<file path="config.mk">
export PLATFORM = sky130hd
export DESIGN_NAME = rom_loader
export DESIGN_NICKNAME = d
export VERILOG_FILES = /design/src/source/rom_loader_pkg.sv /design/src/source/rom_loader_ifs.sv /design/src/source/ioctl_capture.sv /design/src/source/halfword_packer.sv /design/src/source/rom_write_port.sv /design/src/source/download_sequencer.sv /design/src/source/rom_loader.sv
export VERILOG_INCLUDE_DIRS = /design/src /design/src/source
export SDC_FILE = /design/constraint.sdc
export NUM_CORES = 1
export LEC_CHECK = 0
export ABC_CLOCK_PERIOD_IN_PS = 3800
export BUFFER_PORTS_ARGS = -buffer_cell sky130_fd_sc_hd__buf_2
export CELL_PAD_IN_SITES_DETAIL_PLACEMENT = 0
export CELL_PAD_IN_SITES_GLOBAL_PLACEMENT = 2
export CORE_UTILIZATION = 25
export DETAILED_ROUTE_END_ITERATION = 10
export PLACE_DENSITY_LB_ADDON = 0.1
export SYNTH_ARGS = -nofsm -noshare
export SYNTH_HDL_FRONTEND = slang
export SYNTH_HIERARCHICAL = 1
export SYNTH_SLANG_ARGS = --single-unit
</file>
<file path="constraint.sdc">
create_clock -name clk_sys -period 3.8 [get_ports clk_sys]
set_input_delay 0.76 -clock clk_sys [delete_from_list [all_inputs] [get_ports clk_sys]]
set_output_delay 0.76 -clock clk_sys [all_outputs]
set_load 0.005 [all_outputs]
</file>
<file path="src/source/rom_loader_defines.svh">
/*
 * ROM loader widths, sample stage count and hold counts
 */

`ifndef ROM_LOADER_DEFINES_SVH
`define ROM_LOADER_DEFINES_SVH

//////////////////////////////
// Host side widths
//////////////////////////////

// Byte address from the ioctl port
`define IOCTL_ADDR_W 25
// One host transfer is a halfword
`define IOCTL_DATA_W 16

//////////////////////////////
// ROM side widths
//////////////////////////////

`define ROM_DATA_W 32
// Word address, byte address with the low two bits dropped
`define ROM_ADDR_W (`IOCTL_ADDR_W - 2)

//////////////////////////////
// Timing
//////////////////////////////

// Register stages on the ioctl inputs
`define SAMPLE_STAGES 2
// Host wait at the start of each download
`define SETTLE_CYCLES 255
// System reset hold after a download is over
`define RESET_HOLD_CYCLES 255

`endif

</file>
<file path="src/source/rom_loader_pkg.sv">
/*
 * Shared ROM loader types: halfword, byte and word addresses, ROM word union
 */

package rom_loader_pkg;

`include "rom_loader_defines.svh"

	//////////////////////////////
	// Host side
	//////////////////////////////

	// One halfword as the host sends it
	typedef logic [`IOCTL_DATA_W-1:0] halfword_t;

	// Host byte address
	typedef logic [`IOCTL_ADDR_W-1:0] byte_addr_t;

	//////////////////////////////
	// ROM side
	//////////////////////////////

	// ROM word address
	typedef logic [`ROM_ADDR_W-1:0] word_addr_t;

	// Two halfwords, upper one in the high bits
	typedef struct packed {
		halfword_t upper;
		halfword_t lower;
	} half_pair_t;

	// Packer fills it half by half, memory side takes it whole
	typedef union packed {
		logic [`ROM_DATA_W-1:0] whole;
		half_pair_t             half;
	} rom_word_u;

endpackage

</file>
<file path="src/source/rom_loader_ifs.sv">
/*
 * Internal buses: capture_if (capture to packer), word_if (packer to write port)
 */

`timescale 1ns/1ps

//////////////////////////////
// Capture to packer
//////////////////////////////

interface capture_if;
	import rom_loader_pkg::*;

	// One pulse per host write
	logic       half_strobe;
	// Halfword and byte address that go with the pulse
	halfword_t  half_data;
	byte_addr_t half_addr;
	// Download flag after the sample stages
	logic       active;

	modport source (
		output half_strobe,
		output half_data,
		output half_addr,
		output active
	);

	modport sink (
		input half_strobe,
		input half_data,
		input half_addr,
		input active
	);
endinterface

//////////////////////////////
// Packer to write port
//////////////////////////////

interface word_if;
	import rom_loader_pkg::*;

	// One pulse per completed word
	logic       word_valid;
	rom_word_u  word_data;
	word_addr_t word_addr;
	// High while the write port has a word pending
	logic       hold;

	modport source (
		output word_valid,
		output word_data,
		output word_addr,
		input  hold
	);

	modport sink (
		input  word_valid,
		input  word_data,
		input  word_addr,
		output hold
	);
endinterface

</file>
<file path="src/source/ioctl_capture.sv">
/*
 * ioctl_capture: samples the host ioctl signals and finds write strobe edges
 */

`timescale 1ns/1ps

`include "rom_loader_defines.svh"

module ioctl_capture (
	input  logic                       clk_sys,
	input  logic                       hardware_reset,
	input  logic                       ioctl_download,
	input  logic                       ioctl_wr,
	input  rom_loader_pkg::byte_addr_t ioctl_addr,
	input  rom_loader_pkg::halfword_t  ioctl_data,
	capture_if.source                  capture
);
	import rom_loader_pkg::*;

	localparam int STAGES = `SAMPLE_STAGES;

	// Strobe history, one bit longer than the data path for the edge test
	logic [STAGES:0]   wr_shift;
	logic [STAGES-1:0] download_shift;
	// Data and address follow the same number of stages
	halfword_t         data_stage [STAGES];
	byte_addr_t        addr_stage [STAGES];

	//////////////////////////////
	// Control stages
	//////////////////////////////

	always_ff @(posedge clk_sys) begin
		if (hardware_reset) begin
			wr_shift       <= '0;
			download_shift <= '0;
		end else begin
			wr_shift[0]       <= ioctl_wr;
			download_shift[0] <= ioctl_download;
			for (int i = 1; i <= STAGES; i++) begin
				wr_shift[i] <= wr_shift[i-1];
			end
			for (int i = 1; i < STAGES; i++) begin
				download_shift[i] <= download_shift[i-1];
			end
		end
	end

	//////////////////////////////
	// Payload stages
	//////////////////////////////

	always_ff @(posedge clk_sys) begin
		data_stage[0] <= ioctl_data;
		addr_stage[0] <= ioctl_addr;
		for (int i = 1; i < STAGES; i++) begin
			data_stage[i] <= data_stage[i-1];
			addr_stage[i] <= addr_stage[i-1];
		end
	end

	// Low to high on the delayed strobe, data of the same age beside it
	assign capture.half_strobe = wr_shift[STAGES-1] & ~wr_shift[STAGES];
	assign capture.half_data   = data_stage[STAGES-1];
	assign capture.half_addr   = addr_stage[STAGES-1];
	assign capture.active      = download_shift[STAGES-1];

endmodule

</file>
<file path="src/source/halfword_packer.sv">
/*
 * halfword_packer: pairs two host halfwords into one ROM word, lower half first
 */

`timescale 1ns/1ps

`include "rom_loader_defines.svh"

module halfword_packer (
	input  logic      clk_sys,
	input  logic      hardware_reset,
	capture_if.sink   capture,
	word_if.source    word
);
	import rom_loader_pkg::*;

	// Phase 0 expects the lower half, phase 1 the upper half
	logic       phase;
	// Strobe seen while the write port was busy
	logic       strobe_pending;
	logic       take;
	logic       valid_q;
	rom_word_u  word_buf;
	word_addr_t addr_buf;

	// Accept only while no write is pending
	assign take = (capture.half_strobe | strobe_pending) & ~word.hold;

	//////////////////////////////
	// Phase and valid
	//////////////////////////////

	always_ff @(posedge clk_sys) begin
		if (hardware_reset) begin
			phase          <= 1'b0;
			strobe_pending <= 1'b0;
			valid_q        <= 1'b0;
		end else if (!capture.active) begin
			// Download over, a half-filled word is dropped
			phase          <= 1'b0;
			strobe_pending <= 1'b0;
			valid_q        <= 1'b0;
		end else begin
			valid_q <= 1'b0;
			if (take) begin
				phase          <= ~phase;
				strobe_pending <= 1'b0;
				// Upper half completes the word
				valid_q        <= phase;
			end else if (capture.half_strobe) begin
				strobe_pending <= 1'b1;
			end
		end
	end

	//////////////////////////////
	// Word buffer
	//////////////////////////////

	always_ff @(posedge clk_sys) begin
		if (take && capture.active) begin
			if (!phase) begin
				word_buf.half.lower <= capture.half_data;
				// Word address is the byte address over four
				addr_buf            <= capture.half_addr[`IOCTL_ADDR_W-1:2];
			end else begin
				word_buf.half.upper <= capture.half_data;
			end
		end
	end

	assign word.word_valid = valid_q;
	assign word.word_data  = word_buf;
	assign word.word_addr  = addr_buf;

endmodule

</file>
<file path="src/source/rom_write_port.sv">
/*
 * rom_write_port: holds a ROM write until the memory acknowledges it
 */

`timescale 1ns/1ps

`include "rom_loader_defines.svh"

module rom_write_port (
	input  logic                       clk_sys,
	input  logic                       hardware_reset,
	input  logic                       active,
	word_if.sink                       word,
	output rom_loader_pkg::word_addr_t rom_addr,
	output logic [`ROM_DATA_W-1:0]     rom_data,
	output logic                       rom_write,
	input  logic                       rom_ack
);

	//////////////////////////////
	// Write request
	//////////////////////////////

	always_ff @(posedge clk_sys) begin
		if (hardware_reset) begin
			rom_write <= 1'b0;
		end else if (!active) begin
			// End of download cancels a pending write
			rom_write <= 1'b0;
		end else if (word.word_valid) begin
			rom_write <= 1'b1;
		end else if (rom_write && rom_ack) begin
			// Drop one cycle after the ack is seen
			rom_write <= 1'b0;
		end
	end

	//////////////////////////////
	// Address and data
	//////////////////////////////

	// Loaded on each new word and held for the whole handshake
	always_ff @(posedge clk_sys) begin
		if (word.word_valid) begin
			rom_addr <= word.word_addr;
			rom_data <= word.word_data.whole;
		end
	end

	// Back pressure towards packer and host wait
	assign word.hold = rom_write;

endmodule

</file>
<file path="src/source/download_sequencer.sv">
/*
 * download_sequencer: settle wait at download start, system reset hold, host wait
 */

`timescale 1ns/1ps

`include "rom_loader_defines.svh"

module download_sequencer (
	input  logic clk_sys,
	input  logic hardware_reset,
	input  logic ioctl_download,
	input  logic hold,
	output logic ioctl_wait,
	output logic system_reset
);

	localparam int SETTLE_W = $clog2(`SETTLE_CYCLES + 1);
	localparam int RESET_W  = $clog2(`RESET_HOLD_CYCLES + 1);

	// Set once per download so the settle runs only at its start
	logic                download_seen;
	logic                settle;
	logic [SETTLE_W-1:0] settle_count;
	logic [RESET_W-1:0]  reset_count;

	//////////////////////////////
	// Settle period
	//////////////////////////////

	always_ff @(posedge clk_sys) begin
		if (hardware_reset) begin
			download_seen <= 1'b0;
			settle        <= 1'b0;
			settle_count  <= '0;
		end else if (ioctl_download && !download_seen) begin
			// New download, hold the host off
			download_seen <= 1'b1;
			settle        <= 1'b1;
			settle_count  <= '0;
		end else begin
			if (!ioctl_download) begin
				download_seen <= 1'b0;
			end
			// Flag stays up for SETTLE_CYCLES cycles
			if (settle) begin
				if (settle_count == SETTLE_W'(`SETTLE_CYCLES - 1)) begin
					settle <= 1'b0;
				end else begin
					settle_count <= settle_count + 1'b1;
				end
			end
		end
	end

	//////////////////////////////
	// System reset hold
	//////////////////////////////

	always_ff @(posedge clk_sys) begin
		if (hardware_reset) begin
			reset_count <= '0;
		end else if (ioctl_download || settle) begin
			// Restart while loading or settling
			reset_count <= '0;
		end else if (reset_count != RESET_W'(`RESET_HOLD_CYCLES)) begin
			reset_count <= reset_count + 1'b1;
		end
	end

	assign system_reset = (reset_count != RESET_W'(`RESET_HOLD_CYCLES));
	// Host waits during settle and while a word is pending
	assign ioctl_wait   = settle | hold;

endmodule

</file>
<file path="src/source/rom_loader.sv">
/*
 * rom_loader: top level, ioctl capture, packer, ROM write port, download sequencer
 */

`timescale 1ns/1ps

`include "rom_loader_defines.svh"

module rom_loader (
	input  logic                       clk_sys,
	input  logic                       hardware_reset,
	// Host ioctl port
	input  logic                       ioctl_download,
	input  logic                       ioctl_wr,
	input  rom_loader_pkg::byte_addr_t ioctl_addr,
	input  rom_loader_pkg::halfword_t  ioctl_data,
	output logic                       ioctl_wait,
	// Core reset
	output logic                       system_reset,
	// ROM write port
	output rom_loader_pkg::word_addr_t rom_addr,
	output logic [`ROM_DATA_W-1:0]     rom_data,
	output logic                       rom_write,
	input  logic                       rom_ack
);

	capture_if capture_bus ();
	word_if    word_bus ();

	//////////////////////////////
	// Input, packing, output
	//////////////////////////////

	ioctl_capture i_capture (
		.clk_sys        (clk_sys),
		.hardware_reset (hardware_reset),
		.ioctl_download (ioctl_download),
		.ioctl_wr       (ioctl_wr),
		.ioctl_addr     (ioctl_addr),
		.ioctl_data     (ioctl_data),
		.capture        (capture_bus)
	);

	halfword_packer i_packer (
		.clk_sys        (clk_sys),
		.hardware_reset (hardware_reset),
		.capture        (capture_bus),
		.word           (word_bus)
	);

	// Sampled download flag cancels a pending write
	rom_write_port i_write_port (
		.clk_sys        (clk_sys),
		.hardware_reset (hardware_reset),
		.active         (capture_bus.active),
		.word           (word_bus),
		.rom_addr       (rom_addr),
		.rom_data       (rom_data),
		.rom_write      (rom_write),
		.rom_ack        (rom_ack)
	);

	//////////////////////////////
	// Wait and reset control
	//////////////////////////////

	download_sequencer i_sequencer (
		.clk_sys        (clk_sys),
		.hardware_reset (hardware_reset),
		.ioctl_download (ioctl_download),
		.hold           (word_bus.hold),
		.ioctl_wait     (ioctl_wait),
		.system_reset   (system_reset)
	);

endmodule

</file>
==> results of run 1 <==
-- cells in the final DEF (no fill, tap or decap), types with 6 or more instances in the layout --
master                      instances
sky130_fd_sc_hd__edfxtp_1         110
sky130_fd_sc_hd__dfxtp_1          104
sky130_fd_sc_hd__buf_2            101
sky130_fd_sc_hd__clkbuf_16         25
sky130_fd_sc_hd__nand3_1           10
sky130_fd_sc_hd__nand2_1            9
sky130_fd_sc_hd__a21oi_1            9
sky130_fd_sc_hd__nor2b_1            8
sky130_fd_sc_hd__inv_1              6
sky130_fd_sc_hd__a211oi_1           6
-- sequential cells by signal (all words and copies together), names as in the netlist, 2 cells and up --
register                  count
i_capture/addr_stage         46
i_capture/data_stage         32
i_capture/download_shift      2
i_capture/wr_shift            3
i_packer/word.word_addr      23
i_packer/word.word_data      32
i_sequencer/reset_count       8
i_sequencer/settle_count      8
i_write_port/rom_addr        23
i_write_port/rom_data        32
-- critical path: stages (launching register included) --
cell	delay, ns
sky130_fd_sc_hd__dfxtp_1	0.38
sky130_fd_sc_hd__ha_1	0.25
sky130_fd_sc_hd__and3_1	0.35
sky130_fd_sc_hd__nand2_1	0.09
sky130_fd_sc_hd__buf_2	0.14
-- through the flow --
step	util	total power [mW]	worst slack (ns)	area (µm²)
2_1_floorplan	-	2.59	0.0330	6390
3_3_place_gp	0.280	2.60	1.75	7020
3_5_place_dp	0.280	2.60	1.73	7020
4_1_cts	0.315	5.15	1.30	7900
5_1_grt	0.315	5.24	1.19	7900
6_report	0.315	5.03	1.34	7900
-- worst paths after layout --
path                                from                     endpoint  depth (start not counted)
max reg2reg        i_capture/wr_shift[1]  i_packer/word.word_addr[22]                          4
min          i_capture/data_stage[0][12]  i_capture/data_stage[0][28]                          0
min reg2reg  i_capture/data_stage[0][12]  i_capture/data_stage[0][28]                          0
max           i_sequencer/reset_count[0]                 system_reset                          4
-- power by group through the flow --
stage / clock [mW] / sequential (mW) / combinational, mW
after global routing: 2.68 / 2.50 / 0.0559
after floorplan: 0 / 2.54 / 0.0502
after global placement: 0 / 2.55 / 0.0498
after CTS: 2.60 / 2.50 / 0.0506
final: 2.48 / 2.50 / 0.0489
after detailed placement: 0 / 2.55 / 0.0503
-- layer usage --
metal / vias up / wire (µm) / global-route usage
li1: 1445 / - / -
met1: 1401 / 4540 / 0.0956
met2: 94 / 4950 / 0.129
met3: 21 / 734 / 0.0255
met4: 0 / 259 / 0.0356
met5: - / 0 / 0
-- area by class of cell --
cell class                 count  area [µm²]  area share
clock buffer                  34         699      0.0885
clock inverter                10         178      0.0225
inverter                       6        22.5     0.00285
multi-input combinational     96         652      0.0825
sequential                   215        5410       0.684
tap                          330         413      0.0523
timing repair buffer         104         528      0.0668
==> metrics.log, run 1 <==
INFO  metric run_status = completed
INFO  metric critPathCaptureType = output pin
INFO  metric count_of_endpoints_failing_hold_in_the_final_timing_report = 0
INFO  metric p_per_area = 637 nW/µm²
INFO  metric critPathRequiredTime = 3.04 ns
INFO  metric worst_min_delay_path_category = flop to flop
INFO  metric setup_viol = 0
INFO  metric worst_slew_pin_slew = 0.572 ns
INFO  metric hold-worst-slack = 0.322 ns
INFO  metric number_of_antenna_violations_at_the_first_check_in_global_routing = 0
INFO  metric routed-via-count = 2961
INFO  metric n_fill_cell = 2518
INFO  metric post_route_cells_drive_above_1_share = 0.320
INFO  metric synth_area_per_cell = 17.7 µm²
INFO  metric drv_slew = 0
INFO  metric post-cts-setup-buffer-count = 0
INFO  metric final_nets = 496
INFO  metric start_util = 0.254
INFO  metric tritoncts_num_sinks = 215
INFO  metric port_buffers = 101
INFO  metric insertedDiodeCount = 0
INFO  metric cts.root.buffer_cell = sky130_fd_sc_hd__clkbuf_16
INFO  metric clkLatencyLatePin = 0.50 ns
INFO  metric drt-initial-drc-count = 112
INFO  metric placed_cells_incl_taps = 751
INFO  metric arrival = 1.70 ns
INFO  metric globalRouteOverflowTotal = 0
INFO  metric aggregate_negative_setup_slack = 0 ns
INFO  metric cts-buffers-inserted = 24
INFO  metric grt_first_pass_wirelength = 16100 µm
INFO  metric io_pins = 104
INFO  metric power.share.switching = 0.180
INFO  metric h-tree-depth = 1
INFO  metric antenna_violating_nets_post_route = 0
INFO  metric synth.yosys.warnings = 6
INFO  metric fmax = 407 MHz
INFO  metric combinational_group_share_of_total_power = 0.010
INFO  metric vert_die_dim = 162 µm
INFO  metric placement_rows = 58
INFO  metric postSynthCellCount = 361
INFO  metric p_switching = 0.908 mW
INFO  metric final_min_period_over_clock_period = 0.647
INFO  metric totalWireLength = 10500 µm
INFO  metric detailedPlacementHpwl = 6600 µm
INFO  metric cts_resized = 0
INFO  metric worst_slew_margin_rel = 0.616
INFO  metric cts_hold_buf = 0
INFO  metric worst_setup_hold_path_clk_slew = 0.06 ns
INFO  metric mappedNetlistArea = 6390 µm²
INFO  metric floorplan.die_area = 26200 µm²
INFO  metric drt_drc_violations_left = 0
INFO  metric critPathKind = flop to output pin
INFO  metric clock_skew = 0.00676 ns
INFO  metric final_cell_count_no_fill = 795
INFO  metric seq_power_share = 0.497
INFO  metric synth_nets = 410
INFO  metric reg2reg_slack = 1.84 ns
INFO  metric grt.total_usage = 0.0794
INFO  metric core-area = 25100 µm²
INFO  metric timing.final.crit_period = 2.46 ns
INFO  metric power.ir.vdd_worst = 0.290 mV
INFO  metric power.share.clock = 0.494
INFO  metric tritoncts = done
INFO  metric first_global_vias = 2981
INFO  metric setup_repair_after_global_routing_missed_its_margin = no
INFO  metric p_leak = 2.94 nW
INFO  metric cts-root-to-sink-buffers = 3
INFO  metric cp_max_fo = 8
INFO  metric syn2layout_area_growth = 23.6%
INFO  metric route.detailed.wl_per_inst = 13.2 µm
INFO  metric via_per_inst = 3.72
INFO  metric gp_routability_congestion = 0.712
INFO  metric detail_route.first_pass.iterations = 4
INFO  metric startpoint_type = flop
INFO  metric maxCapViolations = 0
INFO  metric p_int = 4.12 mW
INFO  metric die-width = 162 µm
INFO  metric largest_net_degree_at_the_start_of_global_routing = 41
Power figures use the tool's default switching activity.
==> run 2: changes to the inputs <==
- ABC_AREA: default -> 1
- ABC_CLOCK_PERIOD_IN_PS: 3800 -> 2250
- clock period: 3.8 -> 2.25 ns (I/O delays scaled with it)
==> run 2 against run 1 <==
Effect of this change:
- critical path depth up 1
- die area up 1.0%
- sequential power up 69%
- critical path type unchanged
- critical endpoint unchanged
==> metrics.log, run 2 <==
INFO  metric placement_rows = 58
INFO  metric final_cell_mix = sky130_fd_sc_hd__edfxtp_1, sky130_fd_sc_hd__dfxtp_1, sky130_fd_sc_hd__buf_2
INFO  metric setup_repair_after_global_routing_missed_its_margin = no
INFO  metric grt_first_pass_wirelength = 15800 µm
INFO  metric cts-root-to-sink-buffers = 3
INFO  metric clock_skew = 0.0179 ns
INFO  metric grt.total_usage = 0.0780
INFO  metric start_util = 0.256
INFO  metric drt_drc_violations_left = 0
INFO  metric critPathKind = flop to output pin
INFO  metric detailed_place.area = 7130 µm²
INFO  metric clkLatencyLatePin = 0.52 ns
INFO  metric arrival = 1.60 ns
INFO  metric number_of_antenna_violations_at_the_first_check_in_global_routing = 0
INFO  metric vert_die_dim = 163 µm
INFO  metric cp_max_fo = 9
INFO  metric drt-initial-drc-count = 120
INFO  metric p_per_area = 1050 nW/µm²
INFO  metric p_total = 8.66 mW
INFO  metric fmax = 488 MHz
INFO  metric worst_slew_margin_rel = 0.719
INFO  metric detail_route.first_pass.iterations = 4
INFO  metric critPathCaptureType = output pin
INFO  metric post_route_cells_drive_above_1_share = 0.330
INFO  metric final_nets = 560
INFO  metric power.ir.vdd_worst = 0.438 mV
INFO  metric final_cell_count_no_fill = 860
INFO  metric port_buffers = 101
INFO  metric worst_min_delay_path_category = input port to flop
INFO  metric first_global_vias = 3014
INFO  metric insertedDiodeCount = 0
INFO  metric totalWireLength = 10200 µm
INFO  metric globalRouteOverflowTotal = 0
INFO  metric syn2layout_area_growth = 28.2%
INFO  metric run_status = completed
INFO  metric count_of_endpoints_failing_hold_in_the_final_timing_report = 0
INFO  metric worst_slew_pin_slew = 0.421 ns
INFO  metric worst_setup_hold_path_clk_slew = 0.06 ns
INFO  metric regMostFlops = i_capture/addr_stage
INFO  metric h-tree-depth = 1
INFO  metric synth.yosys.warnings = 6
INFO  metric drv_slew = 0
INFO  metric final_min_period_over_clock_period = 0.911
INFO  metric io_pins = 104
INFO  metric detailedPlacementHpwl = 6320 µm
INFO  metric synth_nets = 446
INFO  metric tritoncts_num_sinks = 215
INFO  metric setup_viol = 0
INFO  metric core-area = 25300 µm²
INFO  metric critPathRequiredTime = 1.80 ns
INFO  metric mappedNetlistArea = 6450 µm²
INFO  metric startpoint_type = flop
INFO  metric max_reg_flops = 46
INFO  metric route.detailed.wl_per_inst = 11.8 µm
INFO  metric synth_area_per_cell = 16.3 µm²
INFO  metric via_per_inst = 3.53
INFO  metric floorplan.die_area = 26500 µm²
INFO  metric tritoncts = done
INFO  metric cts.root.buffer_cell = sky130_fd_sc_hd__clkbuf_16
INFO  metric min_from = ioctl_data[13]
INFO  metric p_leak = 3.19 nW
INFO  metric routed-via-count = 3038
INFO  metric post-cts-setup-buffer-count = 0
INFO  metric aggregate_negative_setup_slack = 0 ns
INFO  metric timing.final.crit_period = 2.05 ns
INFO  metric layout_commonest_cell = sky130_fd_sc_hd__edfxtp_1
INFO  metric finished_cell_area = 8270 µm²
INFO  metric die-width = 163 µm
INFO  metric postSynthCellCount = 397
INFO  metric maxCapViolations = 0
INFO  metric antenna_violating_nets_post_route = 0
INFO  metric worstSetupStartpoint = i_sequencer/reset_count[0]
INFO  metric cts-buffers-inserted = 25
INFO  metric worst_r2r_startpoint = i_capture/wr_shift[1]
INFO  metric gp_routability_congestion = 0.721
INFO  metric placed_cells_incl_taps = 791
INFO  metric largest_net_degree_at_the_start_of_global_routing = 54
==> run 2: cell count changes in the layout (fill, tap and decap cells not counted), moves of 6 or more <==
cell | previous run | this run
sky130_fd_sc_hd__a211oi_1 | 6 | 0
sky130_fd_sc_hd__dlygate4sd3_1 | 0 | 23
sky130_fd_sc_hd__inv_1 | 6 | 25
sky130_fd_sc_hd__nand2_1 | 9 | 28
sky130_fd_sc_hd__nand2_2 | 0 | 6
sky130_fd_sc_hd__nor2_1 | 0 | 26
sky130_fd_sc_hd__nor2_2 | 0 | 6
sky130_fd_sc_hd__nor2b_1 | 8 | 0
==> run 2: path summary, 6_finish.rpt <==
check / endpoint / slack [ns] / cells after the start
worst min-delay path: i_capture/data_stage[0][13] / 0.04 / 1
worst min register to register: i_capture/addr_stage[0][37] / 0.33 / 0
worst max register to register: i_packer/word.word_addr[22] / 0.84 / 7
worst max-delay path: system_reset / 0.20 / 5
==> run 2: report_power, final <==
| group | internal, mW | switching, mW | leakage [nW] |
|---|---|---|---|
| clock | 2.77 | 1.55 | 0.442 |
| combinational | 0.0711 | 0.0563 | 0.884 |
| sequential | 4.19 | 0.0303 | 1.87 |
| total | 7.03 | 1.64 | 3.19 |
==> run 2: worst max-delay path, stage by stage, from the launching register on <==
cell                       delay (ns)
sky130_fd_sc_hd__dfxtp_1         0.37
sky130_fd_sc_hd__ha_1            0.18
sky130_fd_sc_hd__nand2_1         0.07
sky130_fd_sc_hd__inv_1           0.14
sky130_fd_sc_hd__nand3b_4        0.16
sky130_fd_sc_hd__buf_2           0.17
==> run 2: final cells by class <==
type                       count  area (µm²)
clock buffer                  28         647
clock inverter                18         256
fill                        2494       17000
inverter                      31         121
multi-input combinational    111         646
sequential                   215        5410
tap                          330         413
timing repair buffer         127         783
==> run 2: timing repair <==
action / in CTS / in global routing
resized for setup: 0 / 1
hold buffers: 23 / 0
setup endpoints to repair: 0 / 1
hold endpoints to repair: 23 / 0
==> run 2: stage by stage <==
| stage | hold slack, ns | setup slack, ns | util |
|---|---|---|---|
| 2_1_floorplan | 0.310 | 0.274 | - |
| 3_3_place_gp | 0.311 | 0.683 | 0.282 |
| 3_5_place_dp | 0.312 | 0.672 | 0.282 |
| 4_1_cts | 0.00400 | 0.0958 | 0.327 |
| 5_1_grt | 0.00722 | 0.0661 | 0.328 |
| 6_report | 0.0359 | 0.200 | 0.328 |
==> run 2: per-layer routing <==
metal,global-route usage,wire [µm],up-vias
met2,0.126,4580,85
li1,-,-,1527
met1,0.0961,4560,1401
met5,0,0,-
met4,0.0370,313,0
met3,0.0214,710,25
==> run 3: changes to the inputs <==
- BUFFER_PORTS_ARGS: -buffer_cell sky130_fd_sc_hd__buf_2 -> default
- DONT_BUFFER_PORTS: default -> 1
- PLACE_DENSITY_LB_ADDON: 0.1 -> 0.15
- SKIP_CTS_REPAIR_TIMING: default -> 1
==> run 3 against run 2 <==
Effect of this change:
- non-clock buffer count decreased by 83
- cell area decreased by 5.6%
- register-to-register slack about the same
- largest power group is now sequential cells
==> metrics.log, run 3 (synthesized netlist as in run 2, its figures left out) <==
INFO  metric antenna_violating_nets_post_route = 0
INFO  metric finalWorstSetupSlack = 0.336 ns
INFO  metric power.ir.vdd_worst = 0.456 mV
INFO  metric worst_min_delay_path_category = input port to flop
INFO  metric placement.setup.worst_slack = 0.802 ns
INFO  metric finalCoreUtilization = 0.309
INFO  metric critPathCaptureType = output pin
INFO  metric cts.root.buffer_cell = sky130_fd_sc_hd__clkbuf_16
INFO  metric post_route_cells_drive_above_1_share = 0.160
INFO  metric timing.final.crit_period = 1.91 ns
INFO  metric port_buffers = 0
INFO  metric detailedPlacementHpwl = 6420 µm
INFO  metric power.share.clock = 0.468
INFO  metric via_per_inst = 3.54
INFO  metric io_pins = 104
INFO  metric layout_commonest_cell = sky130_fd_sc_hd__edfxtp_1
INFO  metric placement_rows = 58
INFO  metric worst_slew_pin_slew = 0.419 ns
INFO  metric grt.met2_usage = 0.122
INFO  metric largest_net_degree_at_the_start_of_global_routing = 40
INFO  metric multi_input_area = 637 µm²
INFO  metric clkLatencyLatePin = 0.51 ns
INFO  metric route.detailed.wl_per_inst = 12.9 µm
INFO  metric clock_skew = 0.00875 ns
INFO  metric detail_route.first_pass.iterations = 4
INFO  metric number_of_antenna_violations_at_the_first_check_in_global_routing = 0
INFO  metric globalRouteOverflowTotal = 0
INFO  metric core-area = 25300 µm²
INFO  metric seq_power_share = 0.518
INFO  metric run_status = completed
INFO  metric p_per_area = 1040 nW/µm²
INFO  metric combinational_group_share_of_total_power = 0.014
INFO  metric maxCapViolations = 0
INFO  metric tritoncts = done
INFO  metric cts-buffers-inserted = 24
INFO  metric p_switching = 1.57 mW
INFO  metric n_fill_cell = 2498
INFO  metric drv_slew = 0
INFO  metric setup_repair_after_global_routing_missed_its_margin = no
INFO  metric worst_setup_hold_path_clk_slew = 0.06 ns
INFO  metric sequential_cell_area = 5410 µm²
INFO  metric syn2layout_area_growth = 21.0%
INFO  metric final_min_period_over_clock_period = 0.851
INFO  metric p_int = 6.57 mW
INFO  metric cp_max_fo = 9
INFO  metric die-width = 163 µm
INFO  metric critPathRequiredTime = 1.80 ns
INFO  metric aggregate_negative_setup_slack = 0 ns
INFO  metric grt_first_pass_wirelength = 14900 µm
INFO  metric vert_die_dim = 163 µm
INFO  metric setup_viol = 0
INFO  metric first_global_vias = 2660
INFO  metric count_of_endpoints_failing_hold_in_the_final_timing_report = 0
INFO  metric final_nets = 476
INFO  metric arrival = 1.46 ns
INFO  metric global_route.usage.met1 = 0.0871
INFO  metric cts-root-to-sink-buffers = 3
INFO  metric grt.met3_usage = 0.0293
INFO  metric max_reg_flops = 46
INFO  metric h-tree-depth = 1
INFO  metric top_usage_layer = met2
INFO  metric tritoncts_num_sinks = 215
INFO  metric regMostFlops = i_capture/addr_stage
INFO  metric totalWireLength = 10000 µm
INFO  metric critPathKind = flop to output pin
INFO  metric grt.total_usage = 0.0749
INFO  metric gp_routability_congestion = 0.665
INFO  metric drt_drc_violations_left = 0
INFO  metric power.share.switching = 0.193
INFO  metric startpoint_type = flop
INFO  metric final_cell_mix = sky130_fd_sc_hd__edfxtp_1, sky130_fd_sc_hd__dfxtp_1, sky130_fd_sc_hd__dlygate4sd3_1
INFO  metric start_util = 0.256
INFO  metric routed-via-count = 2745
INFO  metric fmax = 523 MHz
INFO  metric insertedDiodeCount = 0
INFO  metric p_leak = 2.79 nW
INFO  metric worst_slew_margin_rel = 0.721
INFO  metric floorplan.die_area = 26500 µm²
INFO  metric drt-initial-drc-count = 95
run 3: cell count changes in the layout (fill, tap and decap cells not counted), sizes merged:
| cell | change |
|---|---|
| clkinvlp | +2 |
| buf | -100 |
| clkbuf | +1 |
| bufinv | -3 |
| dlygate4sd3 | +17 |
| inv | -1 |
| clkinv | -1 |
run 3: layout make-up:
| class | instances | share of cell area |
|---|---|---|
| Clock buffer | 29 | 0.0793 |
| Clock inverter | 15 | 0.0221 |
| Inverter | 31 | 0.0155 |
| Multi-Input combinational cell | 111 | 0.0815 |
| Sequential cell | 215 | 0.692 |
| Tap cell | 330 | 0.0529 |
| Timing Repair Buffer | 44 | 0.0567 |
run 3: power by group through the flow:
stage / clock [mW] / combinational [mW] / sequential (mW)
2_1_floorplan: 0 / 0.0921 / 4.29
3_3_place_gp: 0 / 0.0547 / 4.31
3_5_place_dp: 0 / 0.0550 / 4.31
5_1_grt: 4.14 / 0.125 / 4.23
4_1_cts: 4.00 / 0.0554 / 4.22
6_report: 3.81 / 0.112 / 4.22
run 3: worst paths after layout:
check / cells after the start / from / slack (ns) / end
max: 4 / i_sequencer/reset_count[0] / 0.34 / system_reset
min reg2reg: 0 / i_capture/data_stage[0][14] / 0.32 / i_capture/data_stage[0][30]
min: 2 / ioctl_wr / 0.05 / i_capture/wr_shift[0]
max reg2reg: 7 / i_capture/wr_shift[1] / 0.84 / i_packer/word.word_addr[21]
run 3: routing by layer:
| metal | wire length [µm] | up-vias |
|---|---|---|
| met5 | 0 | - |
| met4 | 267 | 0 |
| met3 | 724 | 26 |
| met2 | 4770 | 86 |
| met1 | 4270 | 1266 |
| li1 | - | 1367 |
run 3: per-stage QoR:
| step | cell area, µm² | std cells | hold WS [ns] | power, mW |
|---|---|---|---|---|
| finish | 7810 | 775 | 0.0548 | 8.14 |
| global route | 7810 | 775 | 0.0311 | 8.49 |
| CTS | 7410 | 735 | -0.0689 | 8.27 |
| detailed placement | 6620 | 691 | 0.312 | 4.36 |
| global placement | 6620 | 691 | 0.311 | 4.36 |
| floorplan | 6460 | 397 | 0.310 | 4.38 |
run 3: critical path, stage by stage (launching register included):
cell and delay (ns):
sky130_fd_sc_hd__dfxtp_1 0.37, sky130_fd_sc_hd__ha_1 0.18, sky130_fd_sc_hd__nand2_1 0.07, sky130_fd_sc_hd__inv_1 0.11, sky130_fd_sc_hd__nand3b_2 0.22
